File: src/verilog/pio_mem_cfg.svh
/*
 * bus width, region decode and table shapes for the PIO lookup tables.
 * regions are decoded from address bits 11:10 only, so each region spans 1 KiB.
 */

`ifndef PIO_MEM_CFG_SVH
`define PIO_MEM_CFG_SVH

// ~~~~~~~~~~~~~~~~~~~~ PIO bus ~~~~~~~~~~~~~~~~~~~~
`define PIO_NBITS 32 // data and address width of the host bus.

// the region select field inside a PIO byte address.
`define TBL_SEL_MSB 11
`define TBL_SEL_LSB 10

// byte base addresses of the two regions. only the select field is compared.
`define TBL_A_BASE 32'h0000_0000
`define TBL_B_BASE 32'h0000_0400

// ~~~~~~~~~~~~~~~~~~~~ table shapes ~~~~~~~~~~~~~~~~~~~~
`define TBL_A_WIDTH 20      // table a entry width.
`define TBL_A_DEPTH_NBITS 8 // table a holds 256 entries.

`define TBL_B_WIDTH 12      // table b entry width.
`define TBL_B_DEPTH_NBITS 6 // table b holds 64 entries.

`endif

File: src/verilog/pio_mem_pkg.sv
/*
 * shared types for the PIO lookup tables.
 * pio_req_t is a held level, so rd or wr stays high until the host sees ack.
 */

`include "pio_mem_cfg.svh"

package pio_mem_pkg;

	// ~~~~~~~~~~~~~~~~~~~~ words ~~~~~~~~~~~~~~~~~~~~
	typedef logic [`PIO_NBITS-1:0] pio_word_t; // one host data or address word.

	typedef logic [`TBL_A_WIDTH-1:0] tbl_a_word_t;       // one table a entry.
	typedef logic [`TBL_B_WIDTH-1:0] tbl_b_word_t;       // one table b entry.
	typedef logic [`TBL_A_DEPTH_NBITS-1:0] tbl_a_addr_t; // table a entry index.
	typedef logic [`TBL_B_DEPTH_NBITS-1:0] tbl_b_addr_t; // table b entry index.

	// ~~~~~~~~~~~~~~~~~~~~ host bus ~~~~~~~~~~~~~~~~~~~~
	// request from the host, held until acknowledged.
	typedef struct packed {
		pio_word_t addr;  // byte address, word aligned.
		pio_word_t wdata; // write data, only the low table width bits are kept.
		logic      rd;    // read request level.
		logic      wr;    // write request level.
	} pio_req_t;

	// response back to the host.
	typedef struct packed {
		logic      ack;   // changes only on a clk_div strobe.
		pio_word_t rdata; // zero extended table entry.
	} pio_rsp_t;

endpackage

File: src/verilog/pio_resp_merge.sv
/*
 * decodes the table region from address bits 11:10 and merges the table responses.
 * region values 2 and 3 are unmapped; they ack with zero data and drop writes.
 */

`timescale 1ns/1ns

`include "pio_mem_cfg.svh"

module pio_resp_merge import pio_mem_pkg::*; (
	input  logic     clk,
	input  logic     rst_n,
	input  logic     clk_div, // slow strobe that paces the host ack.
	input  pio_req_t pio_req, // held host request.
	output logic     ms_a,    // address falls in table a.
	output logic     ms_b,    // address falls in table b.
	input  pio_rsp_t rsp_a,
	input  pio_rsp_t rsp_b,
	output pio_rsp_t pio_rsp
);

	// region codes taken from the base addresses.
	localparam pio_word_t base_a = `TBL_A_BASE;
	localparam pio_word_t base_b = `TBL_B_BASE;

	logic [`TBL_SEL_MSB-`TBL_SEL_LSB:0] sel;
	logic                               unm_req; // live request to no table.
	logic                               unm_pend;
	logic                               unm_ack;

	// ~~~~~~~~~~~~~~~~~~~~ decode ~~~~~~~~~~~~~~~~~~~~
	assign sel  = pio_req.addr[`TBL_SEL_MSB:`TBL_SEL_LSB];
	assign ms_a = (sel == base_a[`TBL_SEL_MSB:`TBL_SEL_LSB]);
	assign ms_b = (sel == base_b[`TBL_SEL_MSB:`TBL_SEL_LSB]);

	assign unm_req = ~ms_a & ~ms_b & (pio_req.rd | pio_req.wr);

	// ~~~~~~~~~~~~~~~~~~~~ unmapped ack ~~~~~~~~~~~~~~~~~~~~
	// one stage holds the request, the ack then follows it on clk_div
	// just as the tables do.
	always_ff @(posedge clk or negedge rst_n) begin
		if (!rst_n) begin
			unm_pend <= 1'b0;
			unm_ack  <= 1'b0;
		end else begin
			unm_pend <= unm_req;
			if (clk_div) begin
				unm_ack <= unm_pend; // falls on the strobe after the request drops.
			end
		end
	end

	// ~~~~~~~~~~~~~~~~~~~~ steering ~~~~~~~~~~~~~~~~~~~~
	// only the selected source can be acking, since the host keeps one request
	// outstanding. its ack therefore picks the data, and it stays correct
	// after the host has moved the address on.
	always_comb begin
		pio_rsp.ack = rsp_a.ack | rsp_b.ack | unm_ack;
		if (rsp_a.ack) begin
			pio_rsp.rdata = rsp_a.rdata;
		end else if (rsp_b.ack) begin
			pio_rsp.rdata = rsp_b.rdata;
		end else begin
			pio_rsp.rdata = '0; // unmapped reads return zero.
		end
	end

endmodule

File: config.mk
export PLATFORM = sky130hd
export DESIGN_NAME = pio_resp_merge
export DESIGN_NICKNAME = d
export VERILOG_FILES = /design/src/verilog/pio_mem_pkg.sv /design/src/verilog/pio_resp_merge.sv
export VERILOG_INCLUDE_DIRS = /design/src /design/src/verilog
export SDC_FILE = /design/constraint.sdc
export NUM_CORES = 1
export LEC_CHECK = 0
export BUFFER_PORTS_ARGS = -buffer_cell sky130_fd_sc_hd__buf_2
export CORE_AREA = 2 2 67 69
export CTS_CLUSTER_DIAMETER = 100
export DETAILED_ROUTE_END_ITERATION = 16
export DIE_AREA = 0 0 69 71
export HOLD_SLACK_MARGIN = 0.06
export MAX_ROUTING_LAYER = met4
export SYNTH_ARGS = -nofsm -noshare
export SYNTH_HDL_FRONTEND = slang
export SYNTH_SLANG_ARGS = --single-unit
File: constraint.sdc
create_clock -name clk -period 1.1 [get_ports clk]
set_input_delay 0.055 -clock clk [delete_from_list [all_inputs] [get_ports clk]]
set_output_delay 0.055 -clock clk [all_outputs]
set_load 0.05 [all_outputs]
==> summary.txt <==
Setup path
  • Kind of end point of the critical path: output pin
  • R2R setup slack: 0.35 ns
  • Worst EP required: 1.04 ns
  • Crit path kind: reg2out
  • Worst setup path endpoint: pio_rsp[32]
  • Critical Path Source Type: flip-flop
  • CP Max Fanout: 2
  • Beginning of the critical path: unm_ack
  • Reg2Reg Depth: 1
  • Data arrival, critical path: 1.06 ns
  • RR Startpoint: unm_ack
  • Worst reg2reg endpoint: unm_ack

Drt
  • Drt drc: 0
  • Routed wire length: 2310 um
  • Drt pass-1 iters: 4
  • DRT iter0 DRCs: 18
  • Vias/cell: 4.05
  • WL/cell: 11.0 um
  • Via count: 851
  • Post-detailed-route count of antenna-violating nets: 0

Clock tree
  • Clk Latency, worst-skew pair: 0.21 ns
  • Sink Count: 2
  • Clk slew on worst S/H paths: 0.03 ns
  • Clock buffer depth: 2
  • Num CTS Buffers: 3
  • H-Tree Depth: 1
  • CTS Root Cell: clkbuf_8
  • CTS tree: done

Die
  • Die Height: 71 um
  • Initial Util: 0.106
  • Core area: 4200 um2
  • Die area: 4900 um2
  • Die Width: 69 um
  • Row count: 24
  • # IOs: 170

Timing
  • Min Tclk post-route: 1.11 ns
  • Worst Skew: 0.00135 ns
  • Fin Setup TNS: -0.0128 ns
  • RSZ-0062 raised after global routing: true
  • # setup viols final: 1
  • FMAX: 0.899 GHz
  • Measured slew at the worst slew-check pin: 0.257 ns
  • Final Hold Fails: 0
  • Final worst slack: -0.0128 ns
  • Pins Over Slew Limit: 0
  • Slew margin rel.: 0.830
  • Hold slack: 0.0822 ns
  • Final period util: 1.01

Layout
  • Share of cells above drive strength 1: 0.722
  • Layout area overhead: 145%
  • ANT cells: 0
  • Sequential Area: 50.0 um2
  • Nets: 295
  • Post-route non-filler standard cell count: 210
  • Multi-input logic area: 337 um2
  • Fillcell total: 451
  • Final Cell Area: 1090 um2

Place
  • Port-buffer cells: 107
  • Pre-CTS worst setup slack: 0.0723 ns
  • Post-DP Area: 1030 um2
  • Routability congestion estimate: 0.656
  • HPWL Detailed: 1930 um
  • DP Cell Count: 205

Synth
  • Most common flop cell mapped by yosys: dfrtp_1
  • Net Count, Synth: 186
  • Post-Syn Instances: 51
  • FF+latch count, synth: 2
  • Sequential area share after synthesis: 0.112
  • Yosys Warn Count: 0
  • Synth Cell Area: 447 um2
  • Post-synth ARST share: 1.00
  • Area leader, netlist: a22o_1
  • Most common cell in the synthesized netlist: a22o_1
  • Post-synth EDFFs: 0
  • Yosys top cell area share: 0.588
  • Post-synth top cells: a22o_1, buf_6, nand2_1
  • Area contributors post-synth: a22o_1, dfrtp_1, buf_6
  • Cell variety after synth: 12
  • Avg Inst Size Synth: 8.76 um2

Power and ir drop
  • Worst VDD drop: 0.000490 V
  • Clock power frac: 0.261
  • LEAKAGE: 0.654 nW
  • Sequential power share: 0.077
  • Sw Share: 0.486
  • Switching power: 0.000527 W
  • Int Power: 0.000557 W
  • Gate power share: 0.663
  • Pwr per Cell Area: 991 nW/um2

Global route
  • Total congestion overflow: 0
  • GRT Total Usage: 0.0865
  • Largest net degree at the start of global routing: 31
  • First-pass GRT wire length: 3460 um
  • Vias in the first global route: 781
  • Initial antenna violation count: 0

Run status
  • Outcome: finished, violations left
  • Failing checks: negative setup slack

Hold path
  • Worst Hold Class: in2reg
  • Min-delay src: pio_req[0]

Job
  • Max Cap Viol: 0
-- what timing repair did --
item                                    4_1_cts  5_1_grt
resized for setup                             2        0
hold buffers                                  2        0
endpoints found under the setup margin        1        1
setup buffers                                 0        0
cloned                                        0        0
endpoints found under the hold margin         3        0
-- cells by family (layout without fill, tap and decap cells) --
logic type	Yosys count	after routing	synth area share
AO/OA/AOI/OAI	33	33	0.627
flip-flops	2	2	0.112
multiplexers	1	1	0.0252
buffers and inverters	7	114	0.134
AND/OR/NAND/NOR	8	8	0.101
-- registers in the layout, indices dropped and copies added (netlist names) --
register / cells
unm_pend: 1
unm_ack: 1
-- routing by layer --
layer / share of wire / vias to the layer above / track usage
li1: - / 425 / -
met1: 0.39 / 369 / 0.0987
met2: 0.49 / 57 / 0.147
met3: 0.12 / 0 / 0.0285
met4: 0 / 0 / 0.0196
met5: 0 / - / -
-- power by group through the flow --
| stage | clock, W | sequential, W | combinational (W) |
|---|---|---|---|
| floorplan | 0 | 0.0000827 | 0.000489 |
| global placement | 0 | 0.0000843 | 0.000709 |
| detailed placement | 0 | 0.0000844 | 0.000715 |
| CTS | 0.000293 | 0.0000836 | 0.000725 |
| global route | 0.000301 | 0.0000845 | 0.000757 |
| finish | 0.000283 | 0.0000834 | 0.000719 |
-- worst min-delay path by stage --
| stage | to | slack [ns] | cells past startpoint |
|---|---|---|---|
| after global routing | unm_pend | 0.08 | 2 |
| after floorplan | unm_ack | -0.24 | 0 |
| after CTS | unm_pend | 0.07 | 2 |
| after global placement | unm_pend | -0.16 | 1 |
| after detailed placement | unm_pend | -0.16 | 1 |
| final | unm_pend | 0.08 | 2 |
-- layout make-up --
class | count | area share
Tap cell | 52 | 0.0594
Sequential cell | 2 | 0.0457
Multi-Input combinational cell | 42 | 0.307
Timing Repair Buffer | 111 | 0.550
Clock buffer | 3 | 0.0377
-- per-stage QoR --
stage          power (W)   util
2_1_floorplan   0.000571      -
3_3_place_gp    0.000793  0.244
3_5_place_dp    0.000800  0.244
4_1_cts          0.00110  0.260
5_1_grt          0.00114  0.260
6_report         0.00108  0.260
-- worst max-delay path: stages, from the launching register on --
cell,delay [ns]
dfrtp_1,0.37
or3_1,0.32
buf_6,0.16
-- placed cells by master, fill, tap and decap left out, drive strengths merged --
cell,netlist,routed
o21ai,2,2
dlygate4sd3,0,2
nand2,4,4
buf,7,109
a22o,30,30
dfrtp,2,2
nor2b,2,2
o21a,1,1
mux2,1,1
nor2,1,1
or3,1,1
clkbuf,0,3
Note: power is estimated with default switching activity, not from simulation.
